<file path="src/hdl/music_pkg.sv">
// Types, constants and the note-to-phase-step table shared by the music player RTL and testbench
package music_pkg;

    // Note index, zero is a rest
    typedef logic [5:0] note_t;
    // Note length in beats
    typedef logic [5:0] dur_t;
    // Signed audio sample as the codec takes it
    typedef logic signed [15:0] sample_t;

    // Control FSM states
    typedef enum logic [1:0] {
        paused,
        playing,
        load_song
    } mcu_state_e;

    // Songs held in the ROM, indexed by a 2-bit song number
    localparam int NUM_SONGS = 4;

    // Square-wave peak of one voice
    localparam sample_t AMPLITUDE = 16'sd8192;

    // Phase steps of the top octave, A6 up to G#7
    // 20-bit phase accumulator stepped at 48 kHz
    localparam logic [19:0] TOP_STEP [12] = '{
        20'd38448, 20'd40734, 20'd43156, 20'd45722,
        20'd48441, 20'd51322, 20'd54373, 20'd57607,
        20'd61032, 20'd64661, 20'd68506, 20'd72580
    };

    // Note 1 is A1, every 12 notes up doubles the step
    function automatic logic [19:0] note_step(input note_t note);
        logic [5:0] idx;
        logic [2:0] octave;
        logic [3:0] semi;
        idx    = note - 6'd1;
        octave = 3'(idx / 12);
        semi   = 4'(idx % 12);
        // Rest has no pitch
        if (note == '0) begin
            return '0;
        end
        // Lower octaves are the top octave halved
        return TOP_STEP[semi] >> (3'd5 - octave);
    endfunction

endpackage

</file>
<file path="src/hdl/note_if.sv">
// Note load and done handshake between the song reader and one note player
`timescale 1ns/1ps

interface note_if
    import music_pkg::*;
();

    // Note and length, valid while load is high
    note_t note;
    dur_t  duration;
    // One-cycle load strobe
    logic  load;
    // High while the player is idle
    logic  done;

    modport reader (
        output note,
        output duration,
        output load,
        input  done
    );

    modport player (
        input  note,
        input  duration,
        input  load,
        output done
    );

endinterface

</file>
<file path="src/hdl/beat_generator.sv">
// Divides the sample strobe down to the beat pulse that paces note durations
`timescale 1ns/1ps

module beat_generator #(
    parameter int BEAT_COUNT = 1000
) (
    input  logic clk,
    input  logic rst,
    input  logic en,
    output logic beat
);

    // Counter wide enough for BEAT_COUNT-1, at least one bit
    localparam int CNT_W = (BEAT_COUNT > 1) ? $clog2(BEAT_COUNT) : 1;
    localparam logic [CNT_W-1:0] LAST = CNT_W'(BEAT_COUNT - 1);

    logic [CNT_W-1:0] count;

    // Beat coincides with the enable that wraps the counter
    assign beat = en && (count == LAST);

    always_ff @(posedge clk) begin
        if (rst) begin
            count <= '0;
        end else if (en) begin
            if (count == LAST) begin
                count <= '0;
            end else begin
                count <= count + 1'b1;
            end
        end
    end

endmodule

</file>
<file path="src/hdl/codec_conditioner.sv">
// Mixes the three voices, holds the sum and hands it to the codec on each frame
`timescale 1ns/1ps

module codec_conditioner
    import music_pkg::*;
(
    input  logic    clk,
    input  logic    rst,
    input  sample_t sample_one,
    input  sample_t sample_two,
    input  sample_t sample_three,
    input  logic    latch_new_sample_in,
    input  logic    new_frame,
    output logic    generate_next_sample,
    output sample_t valid_sample
);

    sample_t mix;
    sample_t held;

    // Each voice scaled by a quarter so three peaks cannot overflow
    assign mix = (sample_one >>> 2) + (sample_two >>> 2) + (sample_three >>> 2);

    always_ff @(posedge clk) begin
        if (rst) begin
            held                 <= '0;
            valid_sample         <= '0;
            generate_next_sample <= 1'b0;
        end else begin
            // Request the next sample as this frame goes out
            generate_next_sample <= new_frame;
            // Mix of the voices, ready before the next frame
            if (latch_new_sample_in) begin
                held <= mix;
            end
            // Release the sum made for the previous frame
            if (new_frame) begin
                valid_sample <= held;
            end
        end
    end

    // Codec frames are far apart, never back to back
    a_frame_spacing : assert property (@(posedge clk) disable iff (rst)
        new_frame |=> !new_frame);

endmodule

</file>
<file path="src/hdl/mcu.sv">
// Play, pause and next-song control FSM driving the song reader from the button pulses
`timescale 1ns/1ps

module mcu
    import music_pkg::*;
(
    input  logic       clk,
    input  logic       rst,
    input  logic       play_button,
    input  logic       next_button,
    input  logic       song_done,
    output logic       play,
    output logic       reset_player,
    output logic [1:0] song
);

    mcu_state_e state;
    mcu_state_e state_next;

    // Next state
    always_comb begin
        state_next = state;
        case (state)
            paused: begin
                // Song change wins over play
                if (next_button || song_done) begin
                    state_next = load_song;
                end else if (play_button) begin
                    state_next = playing;
                end
            end
            playing: begin
                if (next_button || song_done) begin
                    state_next = load_song;
                end else if (play_button) begin
                    state_next = paused;
                end
            end
            // Single step, always lands paused
            load_song: begin
                state_next = paused;
            end
            default: begin
                state_next = paused;
            end
        endcase
    end

    always_ff @(posedge clk) begin
        if (rst) begin
            state <= paused;
            song  <= '0;
        end else begin
            state <= state_next;
            // Step to the next song, wrapping at the last one
            if (state == load_song) begin
                song <= (song == 2'(NUM_SONGS - 1)) ? '0 : song + 2'd1;
            end
        end
    end

    assign play         = (state == playing);
    // Row counter restart for the song reader
    assign reset_player = (state == load_song);

    // Buttons come from one-pulsers that never fire together
    a_one_button : assert property (@(posedge clk) disable iff (rst)
        !(play_button && next_button));

endmodule

</file>
<file path="src/hdl/music_player.sv">
// Top level of the three-voice music player, wires control, song reader, voices and codec mixer
`timescale 1ns/1ps

module music_player
    import music_pkg::*;
#(
    parameter int BEAT_COUNT = 1000
) (
    input  logic    clk,
    input  logic    rst,
    input  logic    play_button,
    input  logic    next_button,
    input  logic    new_frame,
    output logic    new_sample_generated,
    output sample_t sample_out
);

    // Control
    logic       play;
    logic       reset_player;
    logic [1:0] song;
    logic       song_done;

    // Sample timing
    logic       beat;
    logic       generate_next_sample;
    logic       note_sample_ready;

    // Voice outputs
    sample_t    sample_one;
    sample_t    sample_two;
    sample_t    sample_three;

    // One note channel per voice
    note_if voice1_if ();
    note_if voice2_if ();
    note_if voice3_if ();

    assign new_sample_generated = generate_next_sample;

    mcu u_mcu (
        .clk          (clk),
        .rst          (rst),
        .play_button  (play_button),
        .next_button  (next_button),
        .song_done    (song_done),
        .play         (play),
        .reset_player (reset_player),
        .song         (song)
    );

    // Beat from the 48 kHz sample request
    beat_generator #(
        .BEAT_COUNT (BEAT_COUNT)
    ) u_beat_generator (
        .clk  (clk),
        .rst  (rst),
        .en   (generate_next_sample),
        .beat (beat)
    );

    song_reader u_song_reader (
        .clk          (clk),
        .rst          (rst),
        .play         (play),
        .reset_player (reset_player),
        .song         (song),
        .song_done    (song_done),
        .voice1       (voice1_if),
        .voice2       (voice2_if),
        .voice3       (voice3_if)
    );

    // Voices run in lockstep, voice 1 supplies the ready strobe
    note_player u_note_player_1 (
        .clk                  (clk),
        .rst                  (rst),
        .play_enable          (play),
        .beat                 (beat),
        .generate_next_sample (generate_next_sample),
        .voice                (voice1_if),
        .sample_out           (sample_one),
        .new_sample_ready     (note_sample_ready)
    );

    note_player u_note_player_2 (
        .clk                  (clk),
        .rst                  (rst),
        .play_enable          (play),
        .beat                 (beat),
        .generate_next_sample (generate_next_sample),
        .voice                (voice2_if),
        .sample_out           (sample_two),
        .new_sample_ready     ()
    );

    note_player u_note_player_3 (
        .clk                  (clk),
        .rst                  (rst),
        .play_enable          (play),
        .beat                 (beat),
        .generate_next_sample (generate_next_sample),
        .voice                (voice3_if),
        .sample_out           (sample_three),
        .new_sample_ready     ()
    );

    codec_conditioner u_codec_conditioner (
        .clk                  (clk),
        .rst                  (rst),
        .sample_one           (sample_one),
        .sample_two           (sample_two),
        .sample_three         (sample_three),
        .latch_new_sample_in  (note_sample_ready),
        .new_frame            (new_frame),
        .generate_next_sample (generate_next_sample),
        .valid_sample         (sample_out)
    );

endmodule

</file>
<file path="src/hdl/note_player.sv">
// One voice, counts the note length in beats and makes a square wave from a phase accumulator
`timescale 1ns/1ps

module note_player
    import music_pkg::*;
(
    input  logic    clk,
    input  logic    rst,
    input  logic    play_enable,
    input  logic    beat,
    input  logic    generate_next_sample,
    note_if.player  voice,
    output sample_t sample_out,
    output logic    new_sample_ready
);

    logic [19:0] step;
    dur_t        remaining;
    logic [19:0] phase;
    logic [19:0] phase_next;
    logic        sounding;

    // Idle once the length has run out
    assign voice.done = (remaining == '0);

    // A pitched note is held and playback runs
    assign sounding   = play_enable && !voice.done && (step != '0);
    assign phase_next = phase + step;

    // Remaining beats, frozen while paused
    always_ff @(posedge clk) begin
        if (rst) begin
            remaining <= '0;
        end else if (voice.load) begin
            remaining <= voice.duration;
        end else if (play_enable && beat && !voice.done) begin
            remaining <= remaining - 6'd1;
        end
    end

    // Pitch and phase
    // Each new note starts at phase 0
    always_ff @(posedge clk) begin
        if (voice.load) begin
            step  <= note_step(voice.note);
            phase <= '0;
        end else if (generate_next_sample && sounding) begin
            phase <= phase_next;
        end
    end

    // New sample one cycle after the request
    always_ff @(posedge clk) begin
        if (rst) begin
            sample_out       <= '0;
            new_sample_ready <= 1'b0;
        end else begin
            new_sample_ready <= generate_next_sample;
            if (generate_next_sample) begin
                // Sign taken from the top bit of the advanced phase
                if (sounding) begin
                    sample_out <= phase_next[19] ? -AMPLITUDE : AMPLITUDE;
                end else begin
                    sample_out <= '0;
                end
            end
        end
    end

    // Song reader only loads an idle voice
    a_load_when_done : assert property (@(posedge clk) disable iff (rst)
        voice.load |-> voice.done);

endmodule

</file>
<file path="src/hdl/song_reader.sv">
// Song ROM and row sequencer that loads all three voices whenever they are idle
`timescale 1ns/1ps

module song_reader
    import music_pkg::*;
(
    input  logic       clk,
    input  logic       rst,
    input  logic       play,
    input  logic       reset_player,
    input  logic [1:0] song,
    output logic       song_done,
    note_if.reader     voice1,
    note_if.reader     voice2,
    note_if.reader     voice3
);

    // One ROM row, a note and a length per voice
    typedef struct packed {
        note_t n1;
        dur_t  d1;
        note_t n2;
        dur_t  d2;
        note_t n3;
        dur_t  d3;
    } row_t;

    logic [2:0] row;
    row_t       cur_row;
    logic       all_done;
    logic       end_row;
    logic       fire;

    // Song ROM, four songs of up to eight rows
    // Unlisted rows read as zero and end the song
    always_comb begin
        case ({song, row})
            // Song 0
            5'd0:  cur_row = {6'd49, 6'd2, 6'd53, 6'd2, 6'd56, 6'd2};
            5'd1:  cur_row = {6'd51, 6'd1, 6'd54, 6'd2, 6'd58, 6'd1};
            5'd2:  cur_row = {6'd0, 6'd1, 6'd53, 6'd1, 6'd56, 6'd1};
            // Song 1
            5'd8:  cur_row = {6'd37, 6'd3, 6'd41, 6'd3, 6'd44, 6'd3};
            5'd9:  cur_row = {6'd39, 6'd2, 6'd42, 6'd2, 6'd46, 6'd2};
            // Song 2
            5'd16: cur_row = {6'd44, 6'd2, 6'd48, 6'd2, 6'd51, 6'd2};
            5'd17: cur_row = {6'd46, 6'd1, 6'd49, 6'd1, 6'd53, 6'd1};
            // Song 3
            5'd24: cur_row = {6'd25, 6'd4, 6'd32, 6'd4, 6'd37, 6'd4};
            default: cur_row = '0;
        endcase
    end

    assign all_done = voice1.done && voice2.done && voice3.done;
    // All lengths zero marks the end of a song
    assign end_row  = (cur_row.d1 == '0) && (cur_row.d2 == '0) && (cur_row.d3 == '0);

    // Load every voice at once, only while playing
    assign fire      = play && all_done && !end_row;
    // Lasts one cycle, the FSM leaves playing right after
    assign song_done = play && all_done && end_row;

    // Row counter
    always_ff @(posedge clk) begin
        if (rst || reset_player) begin
            row <= '0;
        end else if (fire) begin
            row <= row + 3'd1;
        end
    end

    // Voice 1
    assign voice1.note     = cur_row.n1;
    assign voice1.duration = cur_row.d1;
    assign voice1.load     = fire;

    // Voice 2
    assign voice2.note     = cur_row.n2;
    assign voice2.duration = cur_row.d2;
    assign voice2.load     = fire;

    // Voice 3
    assign voice3.note     = cur_row.n3;
    assign voice3.duration = cur_row.d3;
    assign voice3.load     = fire;

endmodule

</file>
<file path="config.mk">
export PLATFORM = sky130hd
export DESIGN_NAME = music_player
export DESIGN_NICKNAME = d
export VERILOG_FILES = /design/src/hdl/music_pkg.sv /design/src/hdl/note_if.sv /design/src/hdl/beat_generator.sv /design/src/hdl/codec_conditioner.sv /design/src/hdl/mcu.sv /design/src/hdl/music_player.sv /design/src/hdl/note_player.sv /design/src/hdl/song_reader.sv
export SDC_FILE = /design/constraint.sdc
export NUM_CORES = 1
export LEC_CHECK = 0
export ABC_AREA = 1
export BUFFER_PORTS_ARGS = -buffer_cell sky130_fd_sc_hd__buf_4
export CORE_MARGIN = 3
export CORE_UTILIZATION = 65
export DETAILED_ROUTE_END_ITERATION = 6
export PLACE_DENSITY_LB_ADDON = 0.25
export SLEW_MARGIN = 0
export SYNTH_ARGS = -nofsm -noshare
export SYNTH_HDL_FRONTEND = slang
export SYNTH_SLANG_ARGS = --single-unit
</file>
<file path="constraint.sdc">
create_clock -name clk -period 14.5 [get_ports clk]
set_input_delay 1.45 -clock clk [delete_from_list [all_inputs] [get_ports clk]]
set_output_delay 1.45 -clock clk [all_outputs]
set_load 0.1 [all_outputs]
</file>
==> results of run 1 <==
## Yosys cell counts (7+ instances only)
library cell / count
sky130_fd_sc_hd__nand3_1: 221
sky130_fd_sc_hd__o21bai_1: 7
sky130_fd_sc_hd__o211ai_1: 18
sky130_fd_sc_hd__o21ai_0: 114
sky130_fd_sc_hd__ha_1: 95
sky130_fd_sc_hd__buf_1: 7
sky130_fd_sc_hd__xor2_1: 40
sky130_fd_sc_hd__nand4_1: 14
sky130_fd_sc_hd__nand2_1: 364
sky130_fd_sc_hd__xnor2_1: 11
sky130_fd_sc_hd__nor3_1: 33
sky130_fd_sc_hd__clkbuf_1: 29
sky130_fd_sc_hd__inv_2: 8
sky130_fd_sc_hd__dfxtp_1: 111
sky130_fd_sc_hd__o21ai_1: 14
sky130_fd_sc_hd__edfxtp_1: 51
sky130_fd_sc_hd__nand2_2: 11
sky130_fd_sc_hd__nor2_1: 147
sky130_fd_sc_hd__inv_1: 180
sky130_fd_sc_hd__nor4_1: 21
sky130_fd_sc_hd__a21oi_1: 147
sky130_fd_sc_hd__buf_4: 15
sky130_fd_sc_hd__a211oi_1: 7
## flip-flops by register name, summed over array words and instances (netlist names), 3 cells and up
name,count
u_note_player_1.phase,20
u_song_reader.row,3
u_note_player_3.remaining,6
u_note_player_3.phase,20
u_note_player_2.step,17
u_note_player_1.step,17
u_codec_conditioner.valid_sample,4
u_note_player_2.phase,20
u_codec_conditioner.held,4
u_beat_generator.count,10
u_note_player_3.step,17
u_note_player_1.remaining,6
u_note_player_2.remaining,6
## metal layers
| metal | GRT usage [%] | vias to the layer above | routed length, µm |
|---|---|---|---|
| met5 | 0 | - | 0 |
| met4 | 9.14 | 0 | 678 |
| met2 | 46.2 | 388 | 13300 |
| met3 | 4.23 | 60 | 1700 |
| met1 | 39.1 | 5376 | 12900 |
| li1 | - | 5855 | - |
## layout make-up
type                            instances  share of cell area, %
Tap cell                              229                   2.23
Inverter                              190                   5.56
Clock buffer                           19                   3.71
Sequential cell                       162                   29.3
Timing Repair Buffer                   12                  0.702
Multi-Input combinational cell       1342                   57.6
Clock inverter                         13                  0.985
## critical path, delay by kind of cell (launching register included)
kind | cells | cell delay, ps
adder cells (fa/ha/maj) | 4 | 870
AO/OA/AOI/OAI | 4 | 1410
XOR/XNOR | 1 | 200
AND/OR/NAND/NOR | 14 | 1960
flip-flops | 1 | 420
buffers and inverters | 8 | 1010
## worst min path at each step
| stage | from | to | cells past startpoint |
|---|---|---|---|
| after floorplan | u_mcu.state[1]$_SDFFE_PP0P_ | u_mcu.state[0]$_SDFFE_PP0P_ | 1 |
| after global placement | u_mcu.state[1]$_SDFFE_PP0P_ | u_mcu.state[0]$_SDFFE_PP0P_ | 1 |
| after detailed placement | u_mcu.state[1]$_SDFFE_PP0P_ | u_mcu.state[0]$_SDFFE_PP0P_ | 1 |
| after CTS | u_mcu.state[1]$_SDFFE_PP0P_ | u_mcu.state[0]$_SDFFE_PP0P_ | 1 |
| after global routing | u_note_player_3.phase[0]$_SDFFE_PP0P_ | u_note_player_3.phase[0]$_SDFFE_PP0P_ | 2 |
| final | u_mcu.state[1]$_SDFFE_PP0P_ | u_mcu.state[0]$_SDFFE_PP0P_ | 1 |
## placed cells by master, fill, tap and decap left out, types with 18 or more instances in the layout
cell	instances
sky130_fd_sc_hd__xor2_1	40
sky130_fd_sc_hd__clkbuf_16	19
sky130_fd_sc_hd__o211ai_1	18
sky130_fd_sc_hd__nand3_1	221
sky130_fd_sc_hd__nor3_1	33
sky130_fd_sc_hd__inv_1	180
sky130_fd_sc_hd__nor4_1	21
sky130_fd_sc_hd__nor2_1	147
sky130_fd_sc_hd__nand2_1	363
sky130_fd_sc_hd__dfxtp_1	111
sky130_fd_sc_hd__edfxtp_1	51
sky130_fd_sc_hd__o21ai_0	114
sky130_fd_sc_hd__ha_1	95
sky130_fd_sc_hd__a21oi_1	147
## metrics by stage
step | setup WS, ps | util, % | instances | total power (µW) | instance area (µm²)
2_1_floorplan | 9880 | - | 1747 | 1380 | 12100
3_3_place_gp | 8820 | 67.6 | 1935 | 1550 | 12200
3_5_place_dp | 8760 | 67.6 | 1935 | 1560 | 12200
4_1_cts | 8660 | 70.9 | 1967 | 2020 | 12800
5_1_grt | 7760 | 70.9 | 1967 | 2200 | 12800
6_report | 8520 | 70.9 | 1967 | 2030 | 12800
## kinds of logic after synthesis
| group | Yosys count | synth area share [%] |
|---|---|---|
| AOI/OAI and AO/OA | 337 | 15.5 |
| xor gates and xnor gates | 51 | 3.70 |
| adders and majority gates | 101 | 10.8 |
| buffers and inverters | 243 | 8.04 |
| DFF | 162 | 31.1 |
| other | 1 | 0.0311 |
| and+or+nand+nor | 842 | 30.8 |
## power groups by stage
stage	sequential [µW]	combinational (µW)	clock [µW]
after floorplan	564	816	0
after global placement	564	982	0
after detailed placement	565	992	0
after CTS	556	998	463
after global routing	558	1160	482
final	556	1020	458
==> flow_summary.ini, run 1 <==
[pwr]
swShare_pct = 46.1
power.share.sequential_pct = 27.4
comb_power_share_pct = 50.1
power_density_nw_per_um2 = 158
power_switching_uw = 937
intPower_uw = 1100
worst_ir_drop_vdd_mv = 0.122
power.static_leakage_uw = 0.00598
clock_power_share_pct = 22.5

[cts]
insertion_delay_ps = 440
post_cts_resize_count = 0
postCtsSetupRepairBufs = 0
cts_max_path_buffers = 2
count_of_hold_fix_buffers_inserted_at_cts = 0
cts-root-buf = sky130_fd_sc_hd__clkbuf_16
ctsHtreeMaxLevel = 4
clk_pin_slew_ps = 70
cts_inserted_buffers = 17
cts.sink_count = 162
cts_tree = done

[synthesis]
synth-async-reset-ratio_pct = 0
yosys-top-cells-area = sky130_fd_sc_hd__dfxtp_1 (18%), sky130_fd_sc_hd__edfxtp_1 (13%), sky130_fd_sc_hd__nand2_1 (11%), sky130_fd_sc_hd__ha_1 (9.8%), sky130_fd_sc_hd__nand3_1 (9.2%)
yosys.area.top_type = sky130_fd_sc_hd__dfxtp_1
synth.yosys.warnings = 0
syn_area_um2 = 12100
post_synth_inst_count = 1737
synth_largest_type_area_fraction_pct = 18.4
synth_enable_flop_cells = 51
sequential_area_share_after_synthesis_pct = 31.1
synth_seq_cells = 162
avgSynthCellArea_um2 = 6.95
post_synth_num_cell_types = 50
synth_top_flop_cell = sky130_fd_sc_hd__dfxtp_1

[worst_setup_path]
timing.critical_path.arrival_ps = 6290
timing.critical_path.to_type = flip-flop
worst_path_max_delay_cell = sky130_fd_sc_hd__a2111oi_0
worst-path-max-fanout = 16
critical_path.reg2reg.startpoint = u_song_reader.row[0]$_SDFFE_PP0P_
regToRegEndpoint = u_note_player_2.step[10]$_SDFFCE_PP0P_
reg2reg_setup_slack_ps = 8520
ff2ff_path_depth = 31
critPathLaunchType = flip-flop
criticalPathCategory = reg2reg
cp_slowest_stage_delay_ps = 530
setup.worst_path.end = u_note_player_2.step[10]$_SDFFCE_PP0P_
data_required_time_at_the_worst_endpoint_ps = 14800
setup.worst_path.start = u_song_reader.row[0]$_SDFFE_PP0P_

[placement]
port_buffers = 10
hpwlAfterDp_um = 21000
gpl.final_weighted_congestion = 0.955

[min_path]
hold_class = reg2reg

[die]
boundaryPins = 22
floorplan.die_area_um2 = 20200
die-height_um = 142
die_w_um = 142
placement_rows = 49
design.core.area_um2 = 18100
initial_core_util_pct = 66.7

[drt]
detail_route.drc_violations = 0
detail_route.wirelength_um = 28600
drtIter0Drc = 987
vias_per_cell = 5.94
post_drt_wl_per_cell_um = 14.5
drt.antenna.violating_nets = 0
dr.pass1.iters = 6
num_vias = 11679

[sta]
setup_total_negative_slack_ps = 0
hold_violation_count_in_the_final_report = 0
final_max_slew_viol_count = 0
fin_crit_ps = 5980
max-slew-margin-rel_pct = 23.6
grt_setup_unrepaired = no
layout_skew_ps = 11.1
report.final.setup_viol = 0
max_freq_mhz = 167
final_min_period_over_clock_period_pct = 41.2
tightestPinTransition_ps = 1140
finalHoldWorstSlack_ps = 466

[global_routing]
first_global_vias = 10579
grtUsageTotal_pct = 28.4
antenna_violations_before_repair = 0
pin_count_of_the_biggest_net_entering_global_routing = 67
first_pass_grt_wire_length_um = 48300
overflow = 0

[cells_and_area]
syn2layout_area_growth_pct = 6.30
fill_cells = 1511
post_route_cells_drive_above_1_share_pct = 5.01
num_antenna_cells = 0
multi_input_comb_area_um2 = 7390
sequential_cell_area_um2 = 3750
layout.nets = 1831

[run]
cap_violations = 0

[status]
run_status = finished clean
Note: power is estimated with default switching activity, not from simulation.
==> run 2: changes to the inputs <==
CORE_UTILIZATION = 58   (was 65)
clock period = 5.47 ns   (was 14.5 ns; I/O delays follow)
==> flow_summary.ini, run 2 (synthesis gave the netlist of run 1 again) <==
[cells_and_area]
num_antenna_cells = 0
post_route_cells_drive_above_1_share_pct = 6.99
syn2layout_area_growth_pct = 8.70
most_frequent_cells_in_the_layout = sky130_fd_sc_hd__nand2_1 (360), sky130_fd_sc_hd__nand3_1 (220), sky130_fd_sc_hd__inv_1 (177)
layout.nets = 1853
fill_cells = 1827
utilization_pct = 64.4
leading_cell_type_in_the_layout_fill_and_taps_excluded = sky130_fd_sc_hd__nand2_1
layout_top_registers = u_note_player_1.phase (20), u_note_player_2.phase (20), u_note_player_3.phase (20)

[global_routing]
overflow = 0
first_pass_grt_wire_length_um = 48200
first_global_vias = 10611
pin_count_of_the_biggest_net_entering_global_routing = 66
antenna_violations_before_repair = 0
grtUsageTotal_pct = 25.6

[drt]
num_vias = 11545
detail_route.drc_violations = 0
dr.pass1.iters = 5
post_drt_wl_per_cell_um = 14.1
vias_per_cell = 5.69
detail_route.wirelength_um = 28600
drtIter0Drc = 828
drt.antenna.violating_nets = 0

[worst_setup_path]
reg2reg_setup_slack_ps = 470
setup.worst_path.end = u_note_player_2.step[8]$_SDFFCE_PP0P_
timing.critical_path.to_type = flip-flop
regToRegEndpoint = u_note_player_2.step[8]$_SDFFCE_PP0P_
setup.worst_path.start = u_song_reader.row[0]$_SDFFE_PP0P_
timing.critical_path.arrival_ps = 5180
ff2ff_path_depth = 32
criticalPathCategory = reg2reg
worst_path_max_delay_cell = sky130_fd_sc_hd__dfxtp_1
critical_path.reg2reg.startpoint = u_song_reader.row[0]$_SDFFE_PP0P_
critical-path-top-cell-by-count = sky130_fd_sc_hd__nand2_1
cp_slowest_stage_delay_ps = 390
critPathLaunchType = flip-flop
worst-path-max-fanout = 12
data_required_time_at_the_worst_endpoint_ps = 5650

[sta]
layout_skew_ps = 15.1
final_max_slew_viol_count = 0
tightestPinTransition_ps = 923
fin_crit_ps = 5000
max_freq_mhz = 200
report.final.setup_viol = 0
max-slew-margin-rel_pct = 38.4
hold_violation_count_in_the_final_report = 0
final_min_period_over_clock_period_pct = 91.4

[cts]
count_of_hold_fix_buffers_inserted_at_cts = 0
cts_tree = done
ctsHtreeMaxLevel = 4
cts-root-buf = sky130_fd_sc_hd__clkbuf_16
cts.sink_count = 162
insertion_delay_ps = 440
cts_inserted_buffers = 17
cts_max_path_buffers = 2
clk_pin_slew_ps = 70

[die]
floorplan.die_area_um2 = 22600
die-height_um = 150
placement_rows = 52
initial_core_util_pct = 59.3
die_w_um = 150
boundaryPins = 22
design.core.area_um2 = 20400

[pwr]
worst_ir_drop_vdd_mv = 0.286
power.static_leakage_uw = 0.00606
fin_total_pwr_uw = 5440
power_density_nw_per_um2 = 415

[placement]
gpl.final_weighted_congestion = 0.992
port_buffers = 10
hpwlAfterDp_um = 21100

[run]
cap_violations = 0

[min_path]
min_from = new_frame
timing.hold.worst_path_depth = 3
hold_class = in2reg

[status]
run_status = finished clean
-- run 2: cell count changes in the layout (fill, tap and decap cells not counted), sizes merged --
cell	before	now
buf	12	34
clkinvlp	1	4
inv	199	196
-- run 2: final cells by class --
class / count / area (µm²) / area share (%)
Multi-Input combinational cell: 1342 / 7480 / 57.0
Sequential cell: 162 / 3750 / 28.6
Inverter: 190 / 726 / 5.53
Clock buffer: 19 / 454 / 3.46
Tap cell: 270 / 338 / 2.57
Timing Repair Buffer: 34 / 255 / 1.95
Clock inverter: 13 / 115 / 0.877
-- run 2: through the flow --
| step | hold WS (ps) | instance area, µm² | std cells | setup WS (ps) | setup TNS (ps) |
|---|---|---|---|---|---|
| after CTS | 400 | 13000 | 2028 | 89.2 | 0 |
| after global routing | 409 | 13100 | 2030 | -49.4 | -124 |
| final | 406 | 13100 | 2030 | 469 | 0 |
| after floorplan | 421 | 12100 | 1747 | 850 | 0 |
| after global placement | 443 | 12400 | 1996 | 189 | 0 |
| after detailed placement | 452 | 12400 | 1996 | 99.5 | 0 |
-- run 2: metal layers --
| layer | part of all wire (%) | track usage (%) |
|---|---|---|
| met5 | 0 | 0 |
| met3 | 4.3 | 3.94 |
| met2 | 47 | 42.4 |
| met4 | 1.8 | 7.14 |
| met1 | 47 | 34.7 |
-- run 2: worst min path at each step --
stage / end / slack [ps]
after detailed placement: u_mcu.state[0]$_SDFFE_PP0P_ / 450
after floorplan: u_mcu.state[0]$_SDFFE_PP0P_ / 420
after CTS: u_mcu.state[0]$_SDFFE_PP0P_ / 400
after global placement: u_mcu.state[0]$_SDFFE_PP0P_ / 440
after global routing: u_mcu.state[0]$_SDFFE_PP0P_ / 410
final: u_codec_conditioner.valid_sample[15]$_SDFFE_PP0P_ / 410
-- run 2: power by group --
group / switching [µW] / internal [µW]
sequential: 51.7 / 1420
combinational: 1900 / 910
clock: 540 / 625
-- run 2: critical path, delay by kind of cell, from the launching register on --
family	cells	cell delay, ps
AOI/OAI and AO/OA	3	620
xor gates and xnor gates	1	190
buffers and inverters	7	720
adders and majority gates	4	910
and+or+nand+nor	17	1910
DFF	1	390
-- run 2: what timing repair did --
item / CTS / global route
resized for setup: 0 / 27
endpoints found under the setup margin: 0 / 50
buffers inserted: 0 / 2
==> run 3: changes to the inputs <==
ABC_AREA = default   (was 1)
CORE_UTILIZATION = 59   (was 58)
clock period = 4.5 ns   (was 5.47 ns; I/O delays follow)
==> flow_summary.ini, run 3 <==
[synthesis]
post_synth_inst_count = 1683
synth_top_flop_cell = sky130_fd_sc_hd__dfxtp_1
sequential_area_share_after_synthesis_pct = 28.2
most_numerous_cell_types_in_the_synthesized_netlist = sky130_fd_sc_hd__nor2_1 (238), sky130_fd_sc_hd__a21oi_1 (135), sky130_fd_sc_hd__dfxtp_1 (111), sky130_fd_sc_hd__nand2_1 (111), sky130_fd_sc_hd__ha_1 (95)
synth-async-reset-ratio_pct = 0
post_synth_num_cell_types = 104
synth_enable_flop_cells = 51
post-synth-top-count-cell = sky130_fd_sc_hd__nor2_1
yosys-top-cells-area = sky130_fd_sc_hd__dfxtp_1 (17%), sky130_fd_sc_hd__edfxtp_1 (11%), sky130_fd_sc_hd__ha_1 (8.9%), sky130_fd_sc_hd__nor2_1 (6.7%), sky130_fd_sc_hd__a21oi_1 (5.1%)
yosys.area.top_type = sky130_fd_sc_hd__dfxtp_1
synth_largest_type_area_fraction_pct = 16.7
syn_area_um2 = 13300
synth_seq_cells = 162
synth.yosys.warnings = 0
avgSynthCellArea_um2 = 7.92

[sta]
max-slew-margin-rel_pct = 0.240
final_max_slew_viol_count = 0
report.final.setup_viol = 41
tightestPinTransition_ps = 1480
layout_skew_ps = 11.0
final_min_period_over_clock_period_pct = 106
grt_setup_unrepaired = yes
max_freq_mhz = 209
fin_crit_ps = 4770
worst_slack_ps = -275
hold_violation_count_in_the_final_report = 0

[die]
placement_rows = 54
initial_core_util_pct = 60.5
die-height_um = 156
die_w_um = 156
design.core.area_um2 = 22000
floorplan.die_area_um2 = 24400
boundaryPins = 22

[global_routing]
first_pass_grt_wire_length_um = 58600
pin_count_of_the_biggest_net_entering_global_routing = 38
overflow = 0
grtUsageTotal_pct = 28.6
antenna_violations_before_repair = 0
first_global_vias = 12441

[run]
cap_violations = 1

[pwr]
fin_total_pwr_uw = 7340
worst_ir_drop_vdd_mv = 0.306
power_density_nw_per_um2 = 431
power.static_leakage_uw = 0.00705

[worst_setup_path]
critical-path-top-cell-by-count = sky130_fd_sc_hd__ha_4
worst-path-max-fanout = 5
criticalPathCategory = reg2reg
worst_path_max_delay_cell = sky130_fd_sc_hd__or4_4
cp_slowest_stage_delay_ps = 450
reg2reg_setup_slack_ps = -270
critPathLaunchType = flip-flop
data_required_time_at_the_worst_endpoint_ps = 4760
timing.critical_path.to_type = flip-flop
timing.critical_path.arrival_ps = 5030

[drt]
drtIter0Drc = 1143
num_vias = 13448
dr.pass1.iters = 6
detail_route.wirelength_um = 37300
drt.antenna.violating_nets = 0
vias_per_cell = 6.27
post_drt_wl_per_cell_um = 17.4
detail_route.drc_violations = 0

[cells_and_area]
num_antenna_cells = 0
post_route_cells_drive_above_1_share_pct = 27.8
utilization_pct = 77.4
layout_top_registers = u_note_player_1.phase (20), u_note_player_2.phase (20), u_note_player_3.phase (20)
most_frequent_cells_in_the_layout = sky130_fd_sc_hd__nor2_1 (222), sky130_fd_sc_hd__buf_4 (218), sky130_fd_sc_hd__a21oi_1 (111)
leading_cell_type_in_the_layout_fill_and_taps_excluded = sky130_fd_sc_hd__nor2_1
layout.nets = 1958
syn2layout_area_growth_pct = 27.9
fill_cells = 1509

[cts]
cts_inserted_buffers = 17
ctsHtreeMaxLevel = 4
count_of_hold_fix_buffers_inserted_at_cts = 0
cts_max_path_buffers = 2
insertion_delay_ps = 430
cts.sink_count = 162
clk_pin_slew_ps = 70
cts_tree = done
cts-root-buf = sky130_fd_sc_hd__clkbuf_16

[status]
violations_in_the_final_reports = max-capacitance violations, negative setup slack
run_status = finished, violations left

[min_path]
hold_class = in2reg

[placement]
port_buffers = 10
gpl.final_weighted_congestion = 0.957
hpwlAfterDp_um = 25800
==> run 3: critical path: cells and delay by family (launching register included) <==
| family | cells | cell delay [ps] |
|---|---|---|
| AOI/OAI and AO/OA | 9 | 1430 |
| and+or+nand+nor | 9 | 1480 |
| adders and majority gates | 4 | 630 |
| muxes | 1 | 170 |
| DFF | 1 | 400 |
| buffers and inverters | 5 | 480 |
==> run 3: cell families after synthesis <==
family,count (synthesis),share of synthesized area (%)
other,1,0.0281
adder cells (fa/ha/maj),101,9.82
AO/OA/AOI/OAI,503,25.8
AND/OR/NAND/NOR,642,23.2
buffers and inverters,171,5.69
multiplexers,35,2.80
XOR/XNOR,68,4.47
flip-flops,162,28.2
==> run 3: what timing repair did <==
action                                  CTS  global route
pin swaps                                55            57
gates resized for setup                  83           102
cloned                                    2             1
setup buffers                            38            21
endpoints found under the setup margin   43            47
==> run 3: layout make-up <==
| cell class | instances | area, µm² | area share (%) |
|---|---|---|---|
| clock buffer | 18 | 450 | 2.64 |
| clock inverter | 14 | 154 | 0.903 |
| inverter | 66 | 262 | 1.53 |
| multi-input combinational | 1362 | 10100 | 59.1 |
| sequential | 162 | 3770 | 22.1 |
| tap | 280 | 350 | 2.06 |
| timing repair buffer | 243 | 1990 | 11.7 |
==> run 3: where the power goes <==
group	leakage [µW]	switching (µW)	internal, µW
logic	0.00539	2250	1930
clock network	0.000295	672	778
registers	0.00137	51.1	1660
total	0.00705	2980	4360
==> run 3: final timing paths <==
kind / from / to / cells past startpoint
worst max-delay path: u_song_reader.row[0]$_SDFFE_PP0P_ / u_note_player_3.step[0]$_SDFFCE_PP0P_ / 28
worst min-delay path: new_frame / u_codec_conditioner.generate_next_sample$_SDFF_PP0_ / 2
worst max register to register: u_song_reader.row[0]$_SDFFE_PP0P_ / u_note_player_3.step[0]$_SDFFCE_PP0P_ / 28
worst min register to register: u_note_player_1.phase[10]$_SDFFE_PP0P_ / u_note_player_1.phase[10]$_SDFFE_PP0P_ / 2
==> run 3: through the flow <==
step | worst slack [ps] | TNS (ps) | hold WS (ps) | instances | instance area, µm²
floorplan | -619 | -14050 | 436 | 1693 | 13900
global placement | -262 | -3440 | 443 | 2051 | 15100
detailed placement | -344 | -6890 | 452 | 2051 | 15100
CTS | -174 | -2200 | 292 | 2123 | 16400
global route | -503 | -16030 | 286 | 2145 | 17000
finish | -275 | -5810 | 300 | 2145 | 17000
==> run 3: per-layer routing <==
layer  wire (µm)  global-route usage [%]  part of all wire (%)  up-vias
li1            -                       -                     -     6523
met3        2290                    4.20                   6.1       92
met5           0                       0                     0        -
met2       18200                    48.4                    49      552
met1       15900                    37.6                    43     6281
met4         835                    9.59                   2.2        0
